==> config.mk <==
export PLATFORM = sky130hd
export DESIGN_NAME = status_bar_mapper
export DESIGN_NICKNAME = d
export VERILOG_FILES = /design/src/hdl/display_pkg.sv /design/src/hdl/status_bar_mapper.sv
export VERILOG_INCLUDE_DIRS = /design/src /design/src/include
export SDC_FILE = /design/constraint.sdc
export NUM_CORES = 1
export LEC_CHECK = 0
export ABC_AREA = 1
export ABC_CLOCK_PERIOD_IN_PS = 5700
export BUFFER_PORTS_ARGS = -buffer_cell sky130_fd_sc_hd__buf_4
export CORE_MARGIN = 2
export CORE_UTILIZATION = 45
export DETAILED_ROUTE_END_ITERATION = 7
export MAX_ROUTING_LAYER = met4
export PLACE_DENSITY_LB_ADDON = 0.05
export SLEW_MARGIN = 10
export SYNTH_ARGS = -nofsm -noshare
export SYNTH_HDL_FRONTEND = slang
export SYNTH_SLANG_ARGS = --single-unit
export TNS_END_PERCENT = 1
==> constraint.sdc <==
create_clock -name clk -period 5.7 [get_ports clk]
set_clock_uncertainty 0.15 [all_clocks]
set_input_delay 0.57 -clock clk [delete_from_list [all_inputs] [get_ports clk]]
set_output_delay 0.57 -clock clk [all_outputs]
set_load 0.1 [all_outputs]
==> src/include/pet_display_defs.svh <==
`ifndef PET_DISPLAY_DEFS_SVH
`define PET_DISPLAY_DEFS_SVH

////////////////////////////////////////////////////////////////////////////
// Sprite store geometry
////////////////////////////////////////////////////////////////////////////

`define PD_SPRITE_SLOTS  30    // Frame slots in the store.
`define PD_FRAME_BYTES   1024  // Bytes in one frame.
`define PD_ROW_BYTES     8     // Bytes in one display row.

// Frames per animation, in store order.
`define PD_IDLE_FRAMES   6
`define PD_SLEEP_FRAMES  4
`define PD_EAT_FRAMES    5
`define PD_TEACH_FRAMES  7
`define PD_DEAD_FRAMES   8

////////////////////////////////////////////////////////////////////////////
// Status bars
////////////////////////////////////////////////////////////////////////////

`define PD_HAPPY_ROW0    8     // First row of each bar.
`define PD_HUNGER_ROW0   18
`define PD_SLEEP_ROW0    28
`define PD_BAR_ROWS      5

// Column k is full above FULL_BASE - STEP*k, half above HALF_BASE - STEP*k.
`define PD_SEG_FULL_BASE 110
`define PD_SEG_HALF_BASE 100
`define PD_SEG_STEP      20

`define PD_SEG_FULL      8'hEE // Two lit blocks.
`define PD_SEG_HALF      8'hE0 // One lit block.

`endif

==> src/hdl/display_pkg.sv <==
package display_pkg;

    // Byte position inside one 1024-byte frame.
    typedef logic [9:0] byte_addr_t;

    // One byte of the frame buffer.
    typedef logic [7:0] pixel_byte_t;

    // Stat level, 0 to 100.
    typedef logic [6:0] stat_level_t;

    // The three stats shown as bars.
    typedef struct packed {
        stat_level_t happy;
        stat_level_t hunger;
        stat_level_t sleep;
    } stats_t;

    // Grade of one bar segment.
    typedef enum logic [1:0] {
        SEG_NONE  = 2'd0,  // Address is outside every bar.
        SEG_EMPTY = 2'd1,
        SEG_HALF  = 2'd2,
        SEG_FULL  = 2'd3
    } bar_seg_e;

    // One byte written into the sprite store.
    typedef struct packed {
        logic        we;
        logic [4:0]  slot;
        byte_addr_t  addr;
        pixel_byte_t data;
    } sprite_wr_t;

endpackage

==> src/hdl/status_bar_mapper.sv <==
`include "pet_display_defs.svh"

module status_bar_mapper (
    input  logic                    clk,
    input  logic                    i_rst_n,
    input  display_pkg::byte_addr_t i_byte_addr,
    input  display_pkg::stats_t     i_stats,
    output display_pkg::bar_seg_e   o_seg
);

    logic [6:0]            row;
    logic [2:0]            col;
    logic                  col_ok;
    display_pkg::bar_seg_e seg_next;

    // True when the row falls inside the bar that starts at row0.
    function automatic logic in_bar(input logic [6:0] r, input int row0);
        return (int'(r) >= row0) && (int'(r) < row0 + `PD_BAR_ROWS);
    endfunction

    // Grades one segment column against its stat.
    function automatic display_pkg::bar_seg_e grade(input display_pkg::stat_level_t stat,
                                                    input logic [2:0] c);
        int full_thr;
        int half_thr;
        full_thr = `PD_SEG_FULL_BASE - `PD_SEG_STEP * int'(c);
        half_thr = `PD_SEG_HALF_BASE - `PD_SEG_STEP * int'(c);
        if (int'(stat) > full_thr)      return display_pkg::SEG_FULL;
        else if (int'(stat) > half_thr) return display_pkg::SEG_HALF;
        else                            return display_pkg::SEG_EMPTY;
    endfunction

    assign row    = 7'(i_byte_addr / `PD_ROW_BYTES);
    assign col    = 3'(i_byte_addr % `PD_ROW_BYTES);
    assign col_ok = (col >= 3'd1) && (col <= 3'd5);  // Segment columns.

    always_comb begin
        seg_next = display_pkg::SEG_NONE;
        if (col_ok) begin
            if (in_bar(row, `PD_HAPPY_ROW0))       seg_next = grade(i_stats.happy, col);
            else if (in_bar(row, `PD_HUNGER_ROW0)) seg_next = grade(i_stats.hunger, col);
            else if (in_bar(row, `PD_SLEEP_ROW0))  seg_next = grade(i_stats.sleep, col);
        end
    end

    always_ff @(posedge clk) begin
        if (!i_rst_n) o_seg <= display_pkg::SEG_NONE;
        else          o_seg <= seg_next;
    end

    // A graded segment must come from a segment column one cycle back.
    a_seg_col: assert property (@(posedge clk) disable iff (!i_rst_n)
        (o_seg != display_pkg::SEG_NONE) |-> ($past(i_byte_addr[2:0]) inside {[3'd1:3'd5]}));

endmodule

== Yosys cells after proc, flatten, opt, wreduce, memory -nomap -nowiden ==
Cells that the tools add are included.
Word-level totals
  input bits: 33
  register bits after elaboration: 2
  output and inout port bits: 2
  word-level logic and storage cells: 32
Operators by class
  reductions and logical operators: 5
  multiply operators: 1
  $add $sub $neg: 2
  magnitude comparators: 14
  muxes and demuxes: 9
Operators with widths (count)
  $gt A8 B32 Y1: 3
  $sub A8 B32 Y32 const A: 1
  $gt A8 B9 Y1: 3
  $mux W2: 9
  $ge A7 B5 Y1 const B: 2
  $sub A7 B8 Y9 const A: 1
  $ge A7 B4 Y1 const B: 1
  $lt A7 B4 Y1 const B: 1
  $lt A7 B5 Y1 const B: 1
  $lt A7 B6 Y1 const B: 1
  $mul A3 B3 Y6 const A: 1
  $logic_and A1 B1 Y1: 4
  $ge A3 B1 Y1 const B: 1
  $le A3 B3 Y1 const B: 1
  $reduce_and A2 Y1: 1

== Logic depth before layout (Yosys ltp) ==
  word-level depth: 8
  depth in mapped cells: 20
  mapped depth without buffers: 20

== Worst setup path after synthesis ==
Ideal clock, no wire load.
  path type: input to register
  start: in i_byte_addr[0]
  end: reg o_seg[1]
  data required time: 5.441 ns
  library setup time: 0.109 ns
  buffers on the path: 0
  stages: 15
  arrival time: 2.806 ns
  setup slack: 2.635 ns
  cell sequence: ha_1 -> ha_1 -> ha_1 -> fa_1 -> ha_1 -> inv_1 -> nor3_1 -> nor3b_1 -> nand2_1 -> nand2_1 -> nand2_1 -> nand2_1 -> nand3_1 -> nand2_1 -> inv_1
Between the ends
  longest elaborated chain between the ends: 8
  elaborated cells between the ends (all ways): 22
  those cells by class: add/sub: 2; mul: 1; order compare: 8; mux: 9; reduce/logical: 2
Ends and longest elaborated chain
  start: declaration: line status_bar_mapper.sv:6  | input display_pkg::byte_addr_t i_byte_addr,
  branches (longest 8 deep; another with $sub A8 B32 Y32)
  end signal: assignment: line status_bar_mapper.sv:47  | if (!i_rst_n) o_seg <= display_pkg::SEG_NONE;
  end signal: assignment: line status_bar_mapper.sv:48  | else o_seg <= seg_next;
  end: declaration: line status_bar_mapper.sv:8  | output display_pkg::bar_seg_e o_seg
Parallel ways; which one is timed is not known.
A chain may end at the register's enable or synchronous reset.

== Worst setup path after layout ==
Ends and elaborated chain as after synthesis.

==> metrics.txt <==
critical path startpoint category input pin; Critical Path End Type flop; Non-Filler Instances around 270; share of cells above drive strength 1 17.84%; post-route ant nets 0; most flop-heavy register o_seg; 1st-iter DRT viols 27; FMAX roughly 310 MHz; syn nets 277; Seq pwr share ~6.9%; Slew Limit Fails 0; max reg flops 2; antenna violations before repair 0; CTS buffer count 3; die area 3281 um^2; postcts setup bufs 0; largest net degree at the start of global routing 8; H-tree Lvls 1; grt ovf 0; Hold-fix buffers, CTS 0; Ys Warns 0; Post-Place Cells around 270; Max-cap violations 0; Leakage 0.9533 nW; Top delay family on crit path adder cells; mapped cell area around 1300 um^2; NetSw about 0.00011 W; DP Worst Slack between 2 and 2.5 ns; Comb power frac around 79%; post-layout util about three fifths; Final Critical Period 3.209 ns; Root Driver clkbuf_4; DIE HEIGHT 57.28 um; Syn Inst Count about 200; Top Registers o_seg x2; crit path kind input pin to flop; vias in the first global route about 1.4k; CTS max path bufs 2; relative slew slack around two thirds; Via density 4.971; status finished, final reports clean; first-pass GRT wire length roughly 5.8 mm; crit path max-delay cell type fa_1; sw frac 49.68%; clk slew on worst S/H paths about 0.030 ns; most frequent cells in the layout nand2_1, ha_1, buf_4; cell-internal power 0.0001077 W; final hold violations 0; Final setup viols 0; vias around 1.4k; TNS Setup 0 ns; distinct cell type count after synthesis 25; biggest fanout along the worst timing path 5; Port Buffers 34; GRT Util Overall 23.22%; post-synth top area cell ha_1; Pre-antenna DRT Iters 4; Avg Cell Area, Syn between 6 and 7 um^2; final critical-path setup slack roughly 2.5 ns; Worst-Margin Slew between 0.4 and 0.5 ns; CP bufs+invs 3; cell breakdown of the critical path buf_4 > ha_1 > ha_1 > ha_1 > fa_1 > ha_1 > inv_1 > nor3_1 > nor3b_1 > nand2_1 > nand2_1 > nand2_1 > nand2_1 > nand3_1 > nand2_1 > inv_1; # IOs 35; Fillers about 290; Initial Util between 40% and 50%; VDD IR-drop max roughly 0.11 mV; drt drc 0; mean routed wirelength per cell around 12 um; min-delay worst type input pin to flop; commonest non-fill, non-tap cell in the layout nand2_1; sequential area share after synthesis ~3.1%; routability cong. a little over 0.8; routed wire length approximately 3.3 mm; die width between 50 and 60 um; RSZ-0062 raised after global routing no; most frequent CP cell nand2_1; Power Dens Cells about 130 nW/um^2; Final HPWL DP 2.918 mm; CTS tree done; #FFs+latches synth 2; Worst EP arrival between 3 and 4 ns; Tcrit/Tclk final a little under three fifths; Nets roughly 320; area grow syn2layout 24.78%; CTS resizes 0; top-area cell type share of the netlist area around 37%; clock share of power between 10 and 15%; main area contributors after synthesis ha_1, nand2_1, inv_1; antenna cell count 0; data required time of the critical path between 5 and 6 ns; area of the core approximately 2700 um^2; num rows 19; clk sink count 2; critical path's largest stage delay 0.51 ns
[per-layer routing]
metal,share of wire [%],wire length [um],track usage [%],vias to the layer above
met4,0,0,2.990,0
li1,-,-,-,742
met3,5.5,181,1.814,0
met1,46,1505,27.59,577
met5,0,0,-,-
met2,49,1613,43.51,33
[power by group through the flow]
stage | registers (W) | clock network, W | logic [W]
6_report | 0.0000147 | 0.0000311 | 0.000168
5_1_grt | 0.0000147 | 0.0000330 | 0.000198
4_1_cts | 0.0000147 | 0.0000322 | 0.000170
3_5_place_dp | 0.0000149 | 0 | 0.000168
3_3_place_gp | 0.0000149 | 0 | 0.000162
2_1_floorplan | 0.0000182 | 0 | 0.000110
[path summary, 6_finish.rpt]
kind                      startpoint       end  slack, ns  cells past startpoint
worst max-delay path  i_byte_addr[0]  o_seg[1]       2.49                     16
worst min-delay path         i_rst_n  o_seg[1]       0.60                      5
[cells by family after synthesis]
logic type	count (synthesis)	synth area share, %
AO/OA/AOI/OAI	20	9.012
AND/OR/NAND/NOR	107	36.73
flip-flops	2	3.134
buffers and inverters	34	10.09
XOR/XNOR	1	0.6857
adder cells (fa/ha/maj)	40	40.35
[cell type report]
type	count	area [um^2]	share of cell area [%]
Multi-Input combinational cell	168	1109	69.54
Timing Repair Buffer	34	255.2	16.01
Inverter	34	128.9	8.085
Sequential cell	2	40.04	2.512
Tap cell	31	38.79	2.433
Clock buffer	3	22.52	1.413
[worst min-delay path, cell delays in order]
cell      delay (ns)
buf_4           0.11
o211ai_1        0.10
nor2_1          0.06
nand2_1         0.05
inv_1           0.03
[Yosys cell counts, drive strengths merged]
cell / count
nand2: 58
ha: 38
inv: 33
nor2: 19
nand3: 17
a21oi: 13
nor3: 4
nand3b: 3
dfxtp: 2
fa: 2
nand4: 2
nor3b: 2
or2: 2
a21boi: 1
a31oi: 1
clkinv: 1
o211ai: 1
o21a: 1
o21ai: 1
o21bai: 1
o41ai: 1
xnor2: 1
[through the flow]
step	instance area, um^2	total power (W)	hold WS (ns)
floorplan	1277	0.0001284	0.6853
global placement	1572	0.0001771	0.8338
detailed placement	1572	0.0001833	0.8315
CTS	1594	0.0002165	0.5965
global route	1594	0.0002460	0.6436
finish	1594	0.0002141	0.5983
(Power assumes the default switching activity.)
