[src/include/pet_display_defs.svh]
`ifndef PET_DISPLAY_DEFS_SVH
`define PET_DISPLAY_DEFS_SVH

////////////////////////////////////////////////////////////////////////////
// Sprite store geometry
////////////////////////////////////////////////////////////////////////////

`define PD_SPRITE_SLOTS  30    // Frame slots in the store.
`define PD_FRAME_BYTES   1024  // Bytes in one frame.
`define PD_ROW_BYTES     8     // Bytes in one display row.

// Frames per animation, in store order.
`define PD_IDLE_FRAMES   6
`define PD_SLEEP_FRAMES  4
`define PD_EAT_FRAMES    5
`define PD_TEACH_FRAMES  7
`define PD_DEAD_FRAMES   8

////////////////////////////////////////////////////////////////////////////
// Status bars
////////////////////////////////////////////////////////////////////////////

`define PD_HAPPY_ROW0    8     // First row of each bar.
`define PD_HUNGER_ROW0   18
`define PD_SLEEP_ROW0    28
`define PD_BAR_ROWS      5

// Column k is full above FULL_BASE - STEP*k, half above HALF_BASE - STEP*k.
`define PD_SEG_FULL_BASE 110
`define PD_SEG_HALF_BASE 100
`define PD_SEG_STEP      20

`define PD_SEG_FULL      8'hEE // Two lit blocks.
`define PD_SEG_HALF      8'hE0 // One lit block.

`endif

[src/hdl/display_pkg.sv]
package display_pkg;

    // Byte position inside one 1024-byte frame.
    typedef logic [9:0] byte_addr_t;

    // One byte of the frame buffer.
    typedef logic [7:0] pixel_byte_t;

    // Stat level, 0 to 100.
    typedef logic [6:0] stat_level_t;

    // The three stats shown as bars.
    typedef struct packed {
        stat_level_t happy;
        stat_level_t hunger;
        stat_level_t sleep;
    } stats_t;

    // Grade of one bar segment.
    typedef enum logic [1:0] {
        SEG_NONE  = 2'd0,  // Address is outside every bar.
        SEG_EMPTY = 2'd1,
        SEG_HALF  = 2'd2,
        SEG_FULL  = 2'd3
    } bar_seg_e;

    // One byte written into the sprite store.
    typedef struct packed {
        logic        we;
        logic [4:0]  slot;
        byte_addr_t  addr;
        pixel_byte_t data;
    } sprite_wr_t;

endpackage

[src/hdl/pet_state_pkg.sv]
package pet_state_pkg;

    // Pet states; idle is all zeros, the rest one-hot.
    typedef enum logic [3:0] {
        IDLE     = 4'b0000,
        SLEEPING = 4'b0001,
        EATING   = 4'b0010,
        TEACHING = 4'b0100,
        DEAD     = 4'b1000
    } pet_state_e;

    // Index of a frame in the sprite store.
    typedef logic [4:0] frame_slot_t;

    // Request to the sprite store, one per address.
    typedef struct packed {
        frame_slot_t             slot;
        display_pkg::byte_addr_t addr;
        logic                    blank;  // Unknown state, send zero.
    } fetch_t;

endpackage

[src/hdl/anim_sequencer.sv]
`include "pet_display_defs.svh"

module anim_sequencer #(
    parameter int FRAME_TICK_LOG2 = 23
) (
    input  logic                      clk,
    input  logic                      i_rst_n,
    input  pet_state_pkg::pet_state_e i_pet_state,
    input  display_pkg::byte_addr_t   i_byte_addr,
    output pet_state_pkg::fetch_t     o_fetch
);

    localparam int NUM_ANIMS = 5;

    // Order: idle, sleep, eat, teach, dead.
    localparam int FRAME_CNT [NUM_ANIMS] = '{
        `PD_IDLE_FRAMES, `PD_SLEEP_FRAMES, `PD_EAT_FRAMES,
        `PD_TEACH_FRAMES, `PD_DEAD_FRAMES
    };

    // Slot bases are running sums of the frame counts.
    localparam int SLOT_BASE [NUM_ANIMS] = '{
        0,
        `PD_IDLE_FRAMES,
        `PD_IDLE_FRAMES + `PD_SLEEP_FRAMES,
        `PD_IDLE_FRAMES + `PD_SLEEP_FRAMES + `PD_EAT_FRAMES,
        `PD_IDLE_FRAMES + `PD_SLEEP_FRAMES + `PD_EAT_FRAMES + `PD_TEACH_FRAMES
    };

    logic [FRAME_TICK_LOG2-1:0] tick_cnt;
    logic                       frame_tick;
    logic [2:0]                 frame_idx [NUM_ANIMS];
    logic [2:0]                 anim_sel;
    logic                       state_valid;
    pet_state_pkg::frame_slot_t slot_next;

    assign frame_tick = &tick_cnt;  // Last cycle of a frame period.

    ////////////////////////////////////////////////////////////////////////////
    // Frame timing
    ////////////////////////////////////////////////////////////////////////////

    always_ff @(posedge clk) begin
        if (!i_rst_n) begin
            tick_cnt <= '0;
            for (int a = 0; a < NUM_ANIMS; a++) frame_idx[a] <= '0;
        end else begin
            tick_cnt <= tick_cnt + 1'b1;
            if (frame_tick) begin
                for (int a = 0; a < NUM_ANIMS; a++) begin
                    // Each animation wraps at its own length.
                    if (frame_idx[a] == 3'(FRAME_CNT[a] - 1)) frame_idx[a] <= '0;
                    else                                     frame_idx[a] <= frame_idx[a] + 3'd1;
                end
            end
        end
    end

    ////////////////////////////////////////////////////////////////////////////
    // Fetch request
    ////////////////////////////////////////////////////////////////////////////

    always_comb begin
        anim_sel    = 3'd0;
        state_valid = 1'b1;
        case (i_pet_state)
            pet_state_pkg::IDLE:     anim_sel = 3'd0;
            pet_state_pkg::SLEEPING: anim_sel = 3'd1;
            pet_state_pkg::EATING:   anim_sel = 3'd2;
            pet_state_pkg::TEACHING: anim_sel = 3'd3;
            pet_state_pkg::DEAD:     anim_sel = 3'd4;
            default:                 state_valid = 1'b0;  // Multi-hot.
        endcase
        slot_next = pet_state_pkg::frame_slot_t'(SLOT_BASE[anim_sel])
                  + pet_state_pkg::frame_slot_t'(frame_idx[anim_sel]);
    end

    always_ff @(posedge clk) begin
        if (!i_rst_n) begin
            o_fetch <= '{slot: '0, addr: '0, blank: 1'b1};
        end else begin
            o_fetch.slot  <= state_valid ? slot_next : '0;
            o_fetch.addr  <= i_byte_addr;
            o_fetch.blank <= !state_valid;
        end
    end

    for (genvar a = 0; a < NUM_ANIMS; a++) begin : g_idx_chk
        a_idx_range: assert property (@(posedge clk) disable iff (!i_rst_n)
            frame_idx[a] < FRAME_CNT[a]);
    end

endmodule

[config.mk]
export PLATFORM = sky130hd
export DESIGN_NAME = anim_sequencer
export DESIGN_NICKNAME = d
export VERILOG_FILES = /design/src/hdl/display_pkg.sv /design/src/hdl/pet_state_pkg.sv /design/src/hdl/anim_sequencer.sv
export VERILOG_INCLUDE_DIRS = /design/src /design/src/include
export SDC_FILE = /design/constraint.sdc
export NUM_CORES = 1
export LEC_CHECK = 0
export ABC_CLOCK_PERIOD_IN_PS = 3440
export CAP_MARGIN = 20
export CELL_PAD_IN_SITES_DETAIL_PLACEMENT = 0
export CELL_PAD_IN_SITES_GLOBAL_PLACEMENT = 2
export CORE_MARGIN = 2
export CORE_UTILIZATION = 39
export DETAILED_ROUTE_END_ITERATION = 10
export DONT_BUFFER_PORTS = 1
export PLACE_DENSITY_LB_ADDON = 0.2
export RECOVER_POWER = 25
export SLEW_MARGIN = 20
export SYNTH_ARGS = -nofsm -noshare
export SYNTH_HDL_FRONTEND = slang
export SYNTH_SLANG_ARGS = --single-unit
[constraint.sdc]
create_clock -name clk -period 3.44 [get_ports clk]
set_input_delay 0.172 -clock clk [delete_from_list [all_inputs] [get_ports clk]]
set_output_delay 0.172 -clock clk [all_outputs]
set_load 0.03 [all_outputs]
### After elaboration in Yosys (flattened, before gate mapping)

Memories as Yosys holds them, arrays and structs flattened.
Index checks and enable logic that the tools add are counted.

* bits of input ports: 16
* memories kept: 2
* bits in registers: 39
* RAM bits: 15
* output and inout bits: 16
* ROM bits: 256

* equality and inequality tests: 9
* $add $sub $neg: 7
* mux-type cells: 55
* bitwise gates (word level): 11
* order comparisons: 1
* reductions and logical operators: 5

Memory list
* (no name shown): words 8, width 32, rd ports 1, clocked after memory_dff 0, write ports 0, line anim_sequencer.sv:74 `slot_next = pet_state_pkg::frame_slot_t'(SLOT_BASE[anim_sel])`
* frame_idx: words 5, width 3, rd ports 6, clocked after memory_dff 0, write ports 5, line anim_sequencer.sv:32 `logic [2:0] frame_idx [NUM_ANIMS];`

Operators with widths (count)
* two-way mux 1 bit: 42
* two-way mux 3 bit: 10
* adder 23 x 1 -> 23 bit, second input constant: 1
* AND reduction 23 bit: 1
* adder 3 x 1 -> 3 bit, second input constant: 5
* equality test 3 bit, second input constant: 4
* one-hot mux 3 bit (4 select lines): 1
* two-way mux 5 bit: 2
* bitwise OR 1 bit: 10
* adder 5 x 3 -> 5 bit: 1
* OR reduction 5 bit: 1
* equality test 4 x 1 -> 1 bit, second input constant: 1
* equality test 4 x 2 -> 1 bit, second input constant: 1
* equality test 4 x 3 -> 1 bit, second input constant: 1
* equality test 4 bit, second input constant: 1
* greater-or-equal comparator 4 bit, second input constant: 1
* logical NOT 4 bit: 1
* inverter 3 -> 4 bit: 1
* equality test 3 x 2 -> 1 bit, second input constant: 1
* AND reduction 2 bit: 1
* logical NOT 1 bit: 1

### Logic depth before layout (Yosys ltp)

Gate-level depths: netlist (run 1).

* depth after elaboration: 7
* depth in mapped cells: 13
* gate-level depth less buffers: 11

### Worst setup path before layout (run 1)

OpenSTA, ideal clock, no wires.

* kind: in2reg
* start point: in i_pet_state[1]
* end point: reg o_fetch[15] in the netlist's numbering
* cell stages on the path: 12
* data arrival time: 2432 ps
* library setup time: 78 ps
* setup slack: 930 ps
* cell sequence: clkbuf_1 -> or4b_2 -> a21oi_1 -> a31oi_1 -> o21ai_0 -> ha_1 -> inv_1 -> fa_1 -> nor2b_1 -> o22ai_1 -> mux2_2 -> nor3_1

* longest elaborated chain between the ends: 7
* elaborated cells on any way between the ends: 15

RTL lines
* start: declaration: line anim_sequencer.sv:8 `input pet_state_pkg::pet_state_e i_pet_state,`
* equality test 4 bit, or another cell as far along: line anim_sequencer.sv:66 `case (i_pet_state)`
* one-hot mux 3 bit (4 select lines): line anim_sequencer.sv:66
* inverter 3 -> 4 bit (implied by the code): line anim_sequencer.sv:74
* memory read (8 x 32 bit)
* two-way mux 5 bit (implied by the code) (2 in a row): line anim_sequencer.sv:74
* adder 5 x 3 -> 5 bit: line anim_sequencer.sv:75 `+ pet_state_pkg::frame_slot_t'(frame_idx[anim_sel]);`
* end signal: assignment: line anim_sequencer.sv:80 `o_fetch <= '{slot: '0, addr: '0, blank: 1'b1};`
* end: declaration: line anim_sequencer.sv:10 `output pet_state_pkg::fetch_t o_fetch`

Several ways; a longest one is shown, not always the timed one. The select of a mux whose other input is x is not followed.
A chain may end at the register's enable or synchronous reset.

==> summary.md, run 1 <==
| Metric | Value |
|---|---|
| CP max FO | `3` |
| P&R area growth vs syn | `10.6%` |
| Num ports | `32` |
| Port bufs | `0` |
| # setup viols final | `0` |
| R2R Path End | `o_fetch[15]` |
| Nets | `325` |
| Worst Setup End Kind | `register` |
| Routability Congestion | `0.795` |
| Reg2reg start | `frame_idx[1][0]` |
| Final antenna-violating net count | `0` |
| Fraction of layout cells with a size suffix above 1 | `7.12%` |
| Avg Inst Size Synth | `approximately 9.4 µm²` |
| Cells on worst reg2reg path | `11` |
| Hold Path Sink | `o_fetch[15]` |
| CTS Buf Count | `5` |
| Pre-antenna DRT Iters | `4` |
| Min cycle time layout | `2640 ps` |
| CTS Sinks | `54` |
| Post-CTS resize count | `0` |
| Slowest CP cell | `or4b_2` |
| Mapped Cells | `288` |
| Die footprint | `7600 µm²` |
| Setup crit start | `frame_idx[1][0]` |
| Post-Place Cell Area | `approximately 2800 µm²` |
| Pleak | `1.03 nW` |
| XOR/XNOR Fraction of Synth Area | `under 10%` |
| Iteration-0 DRC Markers | `79` |
| Final Skew | `just under 8 ps` |
| Root buf cell | `clkbuf_8` |
| Synth Net Count | `approximately 320` |
| Flops & latches, synth | `54` |
| Final instance area | `2990 µm²` |
| CP cell instances | `or4b_2 -> a21oi_1 -> a31oi_1 -> o21ai_0 -> ha_1 -> inv_1 -> fa_1 -> nor2b_1 -> o22ai_1 -> mux2_2 -> nor3_1` |
| Worst-skew pair later-pin latency | `310 ps` |
| Fmax | `0.378 GHz` |
| First-pass GRT wire length | `about 9200 µm` |
| Slew @ Worst Pin | `761 ps` |
| Ys async rst share | `0%` |
| Commonest register cell after synthesis | `dfxtp_1` |
| Setup Crit Path Kind | `register to register` |
| Clk slew on worst S/H paths | `around 100 ps` |
| Crit-path max cell delay | `590 ps` |
| Worst hold path type | `input pin to register` |
| Initial antenna violation count | `1` |
| Required time worst endpoint | `roughly 3700 ps` |
| Final setup TNS | `0 ps` |
| Max-slew headroom | `49.2%` |
| Largest family of logic cells by synthesized area | `simple AND/OR/NAND/NOR gates` |
| HPWL after DPL | `around 3600 µm` |
| CP Launch Type | `register` |
| Drt total wl | `5370 µm` |
| Number of buffers on the longest clock path | `2` |
| IR drop worst, VDD | `approximately 0.16 mV` |
| Post-synthesis adder-cell area fraction | `7.60%` |
| Commonest non-fill, non-tap cell in the layout | `dfxtp_1` |
| Layout fillers | `664` |
| Fin crit share | `between 70% and 80%` |
| Commonest non-fill, non-tap cells in the layout | `39 x dfxtp_1, 27 x nor2_1, 19 x a21oi_1` |
| RSZ-0062 raised after global routing | `no` |
| Cell row count | `30` |
| Drc violations | `0` |
| Die X | `slightly below 90 µm` |
| Synth warnings | `0` |
| Vias in the first global route | `approximately 1900` |
| GR Overflow Total | `0` |
| Slew Viols, Final | `0` |
| Mapped Area | `~2700 µm²` |
| DIE HEIGHT | `87.2 µm` |
| Crit path buf inv count | `1` |
| H-tree depth | `2` |
| Compound-Gate Fraction of Synth Area | `approximately an eighth` |
| Largest net degree at the start of global routing | `24` |
| DR vias | `2005` |
| Post-synthesis simple-gate area fraction | `23.6%` |
| Initial core utilization | `40.0%` |
| Cell count of the worst hold path | `2` |
| DR WL/cell | `roughly 14 µm` |
| Worst reg2reg setup slack | `800 ps` |
| Sequential-to-total area share from yosys stat | `a little under half` |
| Diodes inserted | `0` |
| Placeable Area | `6760 µm²` |
| Post-CTS setup buffers | `0` |
| Post-synth EDFFs | `15` |
| Critical path arrival | `2880 ps` |
| CP delay by family, top | `simple AND/OR/NAND/NOR gates` |
| CTS tree | `yes` |
| Status | `completed` |
| Power density over the cells | `415 nW/µm²` |
| Min-delay src | `i_pet_state[3]` |
| Total track usage | `around 15%` |
| Mux cell area share after synthesis | `1.99%` |
| Vias per inst | `5.35` |
| Netlist cell types | `49` |
| Max_cap viols | `0` |
| Endpoints failing hold | `0` |
==> registers in the layout, indices dropped and copies added, names as in the netlist <==
| name | count |
|---|---|
| o_fetch | 16 |
| frame_idx | 15 |
| tick_cnt | 23 |
==> synthesized netlist by cell type (all sizes together), types with 5 or more instances <==
cell | n | area (µm²)
nor3 | 11 | 55.1
or4 | 7 | 52.6
ha | 14 | 175
xnor2 | 10 | 87.6
a21oi | 19 | 95.1
nor4 | 5 | 37.5
clkbuf | 9 | 33.8
inv | 17 | 63.8
nor2b | 5 | 31.3
nand2 | 11 | 41.3
o21ai | 16 | 80.1
nor2 | 27 | 101
and2 | 12 | 75.1
dfxtp | 39 | 781
nand3 | 9 | 67.6
edfxtp | 15 | 450
or3 | 6 | 38.8
o31ai | 5 | 37.5
buf | 5 | 23.8
==> worst max-delay path by stage <==
stage                     cells past startpoint           to
final                                        11  o_fetch[15]
after global routing                         11  o_fetch[15]
after CTS                                    11  o_fetch[15]
after detailed placement                     11  o_fetch[15]
after global placement                       11  o_fetch[15]
after floorplan                              12  o_fetch[15]
==> per-stage QoR <==
| step | worst slack [ps] | hold WS (ps) | util (%) | power (mW) | std cells |
|---|---|---|---|---|---|
| global placement | 883 | 253 | 40.7 | 0.804 | 355 |
| CTS | 816 | 53.1 | 44.2 | 1.26 | 375 |
| global route | 615 | 49.4 | 44.2 | 1.30 | 375 |
| finish | 795 | 68.9 | 44.2 | 1.24 | 375 |
| detailed placement | 838 | 255 | 40.7 | 0.803 | 355 |
| floorplan | 930 | 294 | - | 0.790 | 288 |
==> report_power, final <==
part / switching (mW) / internal, mW
Combinational: 0.0477 / 0.0469
Sequential: 0.0335 / 0.672
Clock: 0.218 / 0.223
Total: 0.300 / 0.941
==> final cells by class <==
type                            count  area, µm²  share of cell area (%)
Multi-Input combinational cell    203       1350                    45.1
Sequential cell                    54       1230                    41.2
Timing Repair Buffer               13        128                    4.27
Tap cell                           80        100                    3.35
Clock buffer                        5       68.8                    2.30
Inverter                           17       63.8                    2.14
Clock inverter                      3       47.5                    1.59
==> worst reg2reg max path, delay by kind of cell, from the launching register on <==
family	cells	cell delay (ps)
AO/OA/AOI/OAI	4	410
adder cells (fa/ha/maj)	2	570
buffers and inverters	1	50
flip-flops	1	380
multiplexers	1	270
AND/OR/NAND/NOR	3	890
==> routing by layer <==
metal	GRT usage, %	share of wire, %	vias to the layer above
met4	4.20	1.2	0
li1	-	-	1030
met1	20.3	50	931
met2	25.0	45	37
met3	3.13	3.3	7
met5	0	0	-
==> what timing repair did <==
item	in CTS	in global routing
hold buffers	12	0
hold endpoints to repair	12	0
endpoints found under the setup margin	0	0
==> cell families after synthesis <==
| logic type | after synthesis |
|---|---|
| flip-flops | 54 |
| multiplexers | 5 |
| XOR/XNOR | 13 |
| buffers and inverters | 31 |
| AO/OA/AOI/OAI | 56 |
| AND/OR/NAND/NOR | 113 |
| adder cells (fa/ha/maj) | 16 |
(Power assumes the default switching activity.)
==> inputs of run 2 (changes only) <==
--- a/config.mk
+++ b/config.mk
@@ -6,12 +6,13 @@
 export SDC_FILE = /design/constraint.sdc
 export NUM_CORES = 1
 export LEC_CHECK = 0
-export ABC_CLOCK_PERIOD_IN_PS = 3440
+export ABC_AREA = 1
+export ABC_CLOCK_PERIOD_IN_PS = 2650
 export CAP_MARGIN = 20
 export CELL_PAD_IN_SITES_DETAIL_PLACEMENT = 0
 export CELL_PAD_IN_SITES_GLOBAL_PLACEMENT = 2
 export CORE_MARGIN = 2
-export CORE_UTILIZATION = 39
+export CORE_UTILIZATION = 37
 export DETAILED_ROUTE_END_ITERATION = 10
 export DONT_BUFFER_PORTS = 1
 export PLACE_DENSITY_LB_ADDON = 0.2
==> constraint.sdc (replaced) <==
create_clock -name clk -period 2.65 [get_ports clk]
set_input_delay 0.1325 -clock clk [delete_from_list [all_inputs] [get_ports clk]]
set_output_delay 0.1325 -clock clk [all_outputs]
set_load 0.03 [all_outputs]
==> run 2 against run 1 <==
Effect of this change:
- via count rose by 3.9%
- critical path depth rose by 2
- sequential share of layout area fell by 1.1 points
- routed wire length barely moved
- register-to-register slack got worse by 130 ps
- global-route usage fell by 0.77 points
==> summary.md, run 2 <==
| Metric | Value |
|---|---|
| Status | `completed` |
| Post-synth EDFFs | `15 (unchanged)` |
| Iteration-0 DRC Markers | `61 (-23%)` |
| Logic pwr share | `7.8% (+0.2 points)` |
| # setup viols final | `0 (unchanged)` |
| Total Power | `1.61 mW (+30%)` |
| CTS Sinks | `54 (unchanged)` |
| R2R Path End | `o_fetch[15]` |
| Switching share of power | `24.7% (+0.57 points)` |
| Avg Inst Size Synth | `7.78 µm² (-17%)` |
| Pre-CTS setup slack | `521 ps (-317 ps)` |
| DIE HEIGHT | `90.0 µm (+3.2%)` |
| Post-CTS setup buffers | `0 (unchanged)` |
| Fraction of layout cells with a size suffix above 1 | `9.24% (+2.1 points)` |
| DR WL/cell | `11.5 µm (-20%)` |
| Reg2reg start | `frame_idx[1][0]` |
| P&R area growth vs syn | `12.1%` |
| Netlist cell types | `27 (-45%)` |
| Max reg flops | `23 (unchanged)` |
| Sequential share of power | `57.0% (+0.2 points)` |
| Root buf cell | `clkbuf_8` |
| Mapped Cells | `352 (+22%)` |
| Commonest non-fill, non-tap cell in the layout | `nand2_1` |
| Number of buffers on the longest clock path | `2 (unchanged)` |
| First-pass GRT wire length | `9690 µm (+5.8%)` |
| Final antenna-violating net count | `0 (unchanged)` |
| Critical path arrival | `2240 ps (-640 ps)` |
| Initial antenna violation count | `0 (-1)` |
| Area leader, netlist | `dfxtp_1` |
| Worst Setup End Kind | `register` |
| CP Launch Type | `register` |
| Mapped Area | `2740 µm² (+1.4%)` |
| GR Overflow Total | `0 (unchanged)` |
| Port bufs | `0 (unchanged)` |
| Commonest register cell after synthesis | `dfxtp_1` |
| Layout fillers | `764 (+15%)` |
| Max-slew headroom | `38.4% (-11 points)` |
| Die X | `90.0 µm (+3.2%)` |
| Worst reg2reg setup slack | `660 ps (-130 ps)` |
| Fmax | `0.503 GHz (+33%)` |
| CP max FO | `3 (unchanged)` |
| Drt total wl | `5370 µm (about the same)` |
| Clock power share | `35.1% (-0.4 points)` |
| Cell row count | `31 (+3.3%)` |
| Endpoints failing hold | `0 (unchanged)` |
| Pre-antenna DRT Iters | `5 (+1)` |
| HPWL after DPL | `3890 µm (+7.3%)` |
| CTS tree | `yes` |
| Total track usage | `14.4% (-0.77 points)` |
| Synth warnings | `0 (unchanged)` |
| Slew @ Worst Pin | `921 ps (+160 ps)` |
| Commonest non-fill, non-tap cells in the layout | `79 x nand2_1, 61 x nor2_1, 52 x inv_1` |
| Setup Crit Path Kind | `register to register` |
| Ys async rst share | `0% (unchanged)` |
| Nets | `398 (+22%)` |
| Routability Congestion | `0.788 (-0.96%)` |
| Drc violations | `0 (unchanged)` |
| Max_cap viols | `0 (unchanged)` |
| RSZ-0062 raised after global routing | `no` |
| Hold_ws | `59.2 ps (-9.65 ps)` |
| Fin crit share | `75.0% (-1.8 points)` |
| Diodes inserted | `0 (unchanged)` |
| Initial core utilization | `38.0% (-2.0 points)` |
| Cells on worst reg2reg path | `13 (+2)` |
| Min cycle time layout | `1990 ps (-656 ps)` |
| Min-delay src | `i_rst_n` |
| Most numerous cell in the Yosys netlist | `nand2_1` |
| CTS Buf Count | `5 (unchanged)` |
| DR vias | `2084 (+3.9%)` |
| Die footprint | `8110 µm² (+6.6%)` |
| Commonest cells in the netlist | `79 x nand2_1, 61 x nor2_1, 52 x inv_1, 39 x dfxtp_1, 21 x nand3_1` |
| Cell count of the worst hold path | `2 (unchanged)` |
| H-tree depth | `2 (unchanged)` |
| Worst-skew pair later-pin latency | `310 ps (about the same)` |
| Power density over the cells | `526 nW/µm² (+27%)` |
| Synth top area cells | `dfxtp_1 29%, edfxtp_1 16%, nand2_1 11%` |
| Worst hold path type | `input pin to register` |
| Num ports | `32 (unchanged)` |
| Sequential-to-total area share from yosys stat | `45.0% (-0.65 points)` |
| Final Skew | `8.02 ps (+0.0932 ps)` |
| Reg with most FFs | `tick_cnt` |
| IR drop worst, VDD | `0.261 mV (+60%)` |
| P_int | `1.22 mW (+29%)` |
| NetSw | `0.399 mW (+33%)` |
| Flops & latches, synth | `54 (unchanged)` |
| Vias per inst | `4.46 (-17%)` |
| Pleak | `1.42 nW (+37%)` |
| Vias in the first global route | `2151 (+16%)` |
| Placeable Area | `7210 µm² (+6.8%)` |
| Hold Path Sink | `frame_idx[1][2]` |
| Biggest regs | `tick_cnt (23), o_fetch (16), frame_idx (15)` |
| Slew Viols, Final | `0 (unchanged)` |
| Required time worst endpoint | `2900 ps (-770 ps)` |
| Final setup TNS | `0 ps (unchanged)` |
| Synth Net Count | `383 (+20%)` |
| Share of the synthesized area in the top cell type | `28.5% (-0.41 points)` |
| Clk slew on worst S/H paths | `100 ps (about the same)` |
| Largest net degree at the start of global routing | `25 (+4.2%)` |
| Final setup margin | `661 ps (-134 ps)` |
run 2: changes by cell type after synthesis, moves of 6 or more:
cell | before | now
nor2_2 | 0 | 6
a21oi_1 | 19 | 13
clkbuf_1 | 9 | 2
nor3_1 | 11 | 0
or4_1 | 7 | 0
nand2_2 | 0 | 8
nand2_1 | 11 | 79
and2_1 | 12 | 0
nand3_1 | 6 | 21
inv_1 | 17 | 52
nor2_1 | 27 | 61
o21ai_0 | 15 | 7
run 2: worst max-delay path: stages (launching register included):
cell      delay [ps]
edfxtp_1         390
inv_1             50
nor2_1           120
nor2_1            60
nand2_1           60
nand3_1           60
nand2_1           70
ha_1             160
inv_1             50
fa_1             380
or2_2            320
nand2_1           60
a21oi_1           60
nor2_1           100
run 2: cell type report:
| type | count | area (µm²) | area share (%) |
|---|---|---|---|
| well taps | 99 | 124 | 4.03 |
| flip-flops and latches | 54 | 1230 | 40.1 |
| multi-input cells | 240 | 1280 | 41.6 |
| clock inverters | 3 | 47.5 | 1.55 |
| repair buffers | 12 | 118 | 3.83 |
| clock buffers | 5 | 68.8 | 2.24 |
| inverters | 54 | 203 | 6.60 |
run 2: worst max-delay path by stage:
stage,start,cells after the start,to,slack (ps)
2_1_floorplan,i_pet_state[0],14,o_fetch[15],700
3_3_place_gp,i_pet_state[0],14,o_fetch[15],570
3_5_place_dp,i_pet_state[0],14,o_fetch[15],520
4_1_cts,frame_idx[1][0],13,o_fetch[15],660
5_1_grt,frame_idx[1][0],13,o_fetch[15],390
6_report,frame_idx[1][0],13,o_fetch[15],660
run 2: kinds of logic (layout without fill, tap and decap cells):
group | after synthesis | count (layout) | share of synthesized area, %
compound gates | 22 | 22 | 4.16
xor+xnor | 9 | 9 | 2.88
buf+inv | 58 | 74 | 8.36
fa+ha+maj | 15 | 15 | 7.13
flops | 54 | 54 | 45.0
simple gates | 194 | 194 | 32.5
run 2: stage by stage:
stage / instances / utilization (%) / instance area, µm²
2_1_floorplan: 352 / - / 2740
3_3_place_gp: 448 / 39.4 / 2840
3_5_place_dp: 448 / 39.4 / 2840
4_1_cts: 467 / 42.6 / 3070
5_1_grt: 467 / 42.6 / 3070
6_report: 467 / 42.6 / 3070
run 2: power by group through the flow:
stage               sequential [mW]  combinational [mW]  clock, mW
floorplan                     0.934              0.0970          0
global placement              0.940               0.110          0
detailed placement            0.941               0.109          0
CTS                           0.922               0.128      0.592
global route                  0.925               0.153      0.625
finish                        0.921               0.127      0.567
run 2: per-layer routing:
metal	up-vias	global-route usage, %	routed length, µm
met2	24	26.2	2660
li1	1122	-	-
met4	0	3.85	74
met3	7	2.77	144
met1	931	17.4	2490
met5	-	0	0
run 2: what timing repair did:
item / in CTS / in global routing
hold buffers: 11 / 0
resized for setup: 0 / 0
endpoints found under the hold margin: 29 / 0
==> inputs of run 3 (changes only) <==
--- a/config.mk
+++ b/config.mk
@@ -7,12 +7,12 @@
 export NUM_CORES = 1
 export LEC_CHECK = 0
 export ABC_AREA = 1
-export ABC_CLOCK_PERIOD_IN_PS = 2650
+export ABC_CLOCK_PERIOD_IN_PS = 1800
 export CAP_MARGIN = 20
 export CELL_PAD_IN_SITES_DETAIL_PLACEMENT = 0
 export CELL_PAD_IN_SITES_GLOBAL_PLACEMENT = 2
 export CORE_MARGIN = 2
-export CORE_UTILIZATION = 37
+export CORE_UTILIZATION = 33
 export DETAILED_ROUTE_END_ITERATION = 10
 export DONT_BUFFER_PORTS = 1
 export PLACE_DENSITY_LB_ADDON = 0.2
==> constraint.sdc (replaced) <==
create_clock -name clk -period 1.8 [get_ports clk]
set_input_delay 0.09 -clock clk [delete_from_list [all_inputs] [get_ports clk]]
set_output_delay 0.09 -clock clk [all_outputs]
set_load 0.03 [all_outputs]
==> run 3 against run 2 <==
Effect of this change:
- via count increased by 1.7%
- setup slack got worse by 650 ps
- first-iteration DRC count decreased by 20%
- global-route usage decreased by 1.3 points
- sequential cell count unchanged
- hold slack got worse by 32 ps
- total power increased by 39%
- critical path type unchanged
- sequential share of layout area decreased by 2.2 points
- routed wire length increased by 3.8%
==> summary.md, run 3 (synthesis gave the netlist of run 2 again) <==
| Metric | Value |
|---|---|
| Max reg flops | `23 (unchanged)` |
| DIE HEIGHT | `95.1 µm (+5.6%)` |
| Endpoints failing hold | `0 (unchanged)` |
| Hold_ws | `26.9 ps (-32.3 ps)` |
| Cell row count | `33 (+6.5%)` |
| Clk slew on worst S/H paths | `100 ps (about the same)` |
| Pleak | `1.52 nW (+7.2%)` |
| Worst hold path type | `input pin to register` |
| RSZ-0062 raised after global routing | `yes` |
| Worst-skew pair later-pin latency | `300 ps (about the same)` |
| Met2 WL | `2740 µm (+2.9%)` |
| Die X | `95.1 µm (+5.6%)` |
| Setup Crit Path Kind | `register to register` |
| Routability Congestion | `0.814 (+3.4%)` |
| Final core utilization | `39.9% (-2.6 points)` |
| Port bufs | `0 (unchanged)` |
| CP Launch Type | `register` |
| Commonest non-fill, non-tap cell in the layout | `nand2_1` |
| Die footprint | `9040 µm² (+12%)` |
| Drc violations | `0 (unchanged)` |
| Root buf cell | `clkbuf_8` |
| Final Skew | `5.65 ps (-2.37 ps)` |
| Max-slew headroom | `35.8% (-2.6 points)` |
| Fmax | `0.560 GHz (+11%)` |
| IR drop worst, VDD | `0.353 mV (+35%)` |
| Top Layer Used | `met4` |
| Diodes inserted | `0 (unchanged)` |
| Vias per inst | `4.30 (-3.6%)` |
| CTS Buf Count | `5 (unchanged)` |
| CTS Sinks | `54 (unchanged)` |
| Largest net degree at the start of global routing | `25 (unchanged)` |
| # setup viols final | `0 (unchanged)` |
| Num ports | `32 (unchanged)` |
| WL met1 | `2620 µm (+5.5%)` |
| Min cycle time layout | `1780 ps (-204 ps)` |
| Initial antenna violation count | `0 (unchanged)` |
| Status | `completed` |
| Slew Viols, Final | `0 (unchanged)` |
| Initial core utilization | `33.7% (-4.3 points)` |
| Biggest regs | `tick_cnt (23), o_fetch (16), frame_idx (15)` |
| Power density over the cells | `689 nW/µm² (+31%)` |
| H-tree depth | `2 (unchanged)` |
| Drt total wl | `5570 µm (+3.8%)` |
| First-pass GRT wire length | `9270 µm (-4.4%)` |
| Placeable Area | `8130 µm² (+13%)` |
| CP max FO | `2 (-1)` |
| Critical path arrival | `2030 ps (-210 ps)` |
| Required time worst endpoint | `2040 ps (-860 ps)` |
| CTS tree | `yes` |
| HPWL after DPL | `4020 µm (+3.4%)` |
| Worst Setup End Kind | `register` |
| Pre-antenna DRT Iters | `4 (-1)` |
| WL met3 | `129 µm (-10%)` |
| Total track usage | `13.1% (-1.3 points)` |
| Max_cap viols | `0 (unchanged)` |
| Slew @ Worst Pin | `963 ps (+42.2 ps)` |
| Fin crit share | `99.1% (+24 points)` |
| Iteration-0 DRC Markers | `49 (-20%)` |
| Reg with most FFs | `tick_cnt` |
| Nets | `418 (+5.0%)` |
| Final antenna-violating net count | `0 (unchanged)` |
| Number of buffers on the longest clock path | `2 (unchanged)` |
| Layout fillers | `852 (+12%)` |
| P&R area growth vs syn | `18.6%` |
| Commonest non-fill, non-tap cells in the layout | `76 x nand2_1, 61 x nor2_1, 51 x inv_1` |
| Vias in the first global route | `2108 (-2.0%)` |
| Multi-input gate area | `1320 µm² (+3.0%)` |
| DR vias | `2120 (+1.7%)` |
| Fraction of layout cells with a size suffix above 1 | `15.5% (+6.2 points)` |
| GR Overflow Total | `0 (unchanged)` |
| Register cell area after layout | `1230 µm² (unchanged)` |
| DR WL/cell | `11.3 µm (-1.7%)` |
-- run 3: changes by cell type in the layout (fill, tap and decap cells not counted), moves of 2 or more --
cell      before  now
clkinv_2       0    2
nand2_1       79   76
nor2_2         6    4
nand2_4        2    4
buf_4          1   20
nor2_4         4    6
-- run 3: final timing paths --
kind	startpoint	to	slack [ps]	depth (start not counted)
max	frame_idx[1][0]	o_fetch[15]	20	13
min	i_rst_n	frame_idx[1][2]	30	2
max reg2reg	frame_idx[1][0]	o_fetch[15]	20	13
min reg2reg	tick_cnt[0]	tick_cnt[0]	460	1
-- run 3: worst max-delay path, cell delays in order, from the launching register on --
cell and delay [ps]:
edfxtp_1 360, inv_1 40, nor2_1 90, nor2_1 60
nand2_1 50, nand3_1 70, nand2_1 70, ha_2 180
inv_2 40, fa_2 330, or2_4 260, nand2_2 60
a21oi_2 50, nor2_1 80
-- run 3: area by class of cell --
type                       instances  area share, %
inverter                          54           6.24
tap                              105           4.04
timing repair buffer              32           8.71
sequential                        54           37.9
clock inverter                     2          0.308
multi-input combinational        240           40.6
clock buffer                       6           2.23
-- run 3: layer usage --
layer / track usage [%] / vias to the layer above
met5: 0 / -
met4: 4.35 / 0
met3: 2.37 / 9
met2: 23.2 / 26
met1: 16.0 / 924
li1: - / 1161
-- run 3: where the power goes --
part           switching, mW  internal (mW)  total (mW)
sequential            0.0625           1.29        1.35
clock                  0.388          0.271       0.659
combinational          0.121          0.107       0.228
-- run 3: timing repair --
| action | 4_1_cts | 5_1_grt |
|---|---|---|
| resized for setup | 3 | 3 |
| endpoints found under the setup margin | 1 | 4 |
| pin swaps | 6 | 8 |
| buffers inserted | 0 | 2 |
| endpoints found under the hold margin | 29 | 0 |
| hold buffers | 11 | 0 |
-- run 3: metrics by stage --
stage	cell area (µm²)	total power, mW	instances	worst slack, ps	TNS [ps]
2_1_floorplan	2770	1.52	352	12.2	0
3_3_place_gp	3030	1.58	472	-73.6	-120
3_5_place_dp	3030	1.58	472	-99.0	-151
4_1_cts	3220	2.28	491	15.4	0
5_1_grt	3250	2.35	493	-146	-344
6_report	3250	2.24	493	15.4	0
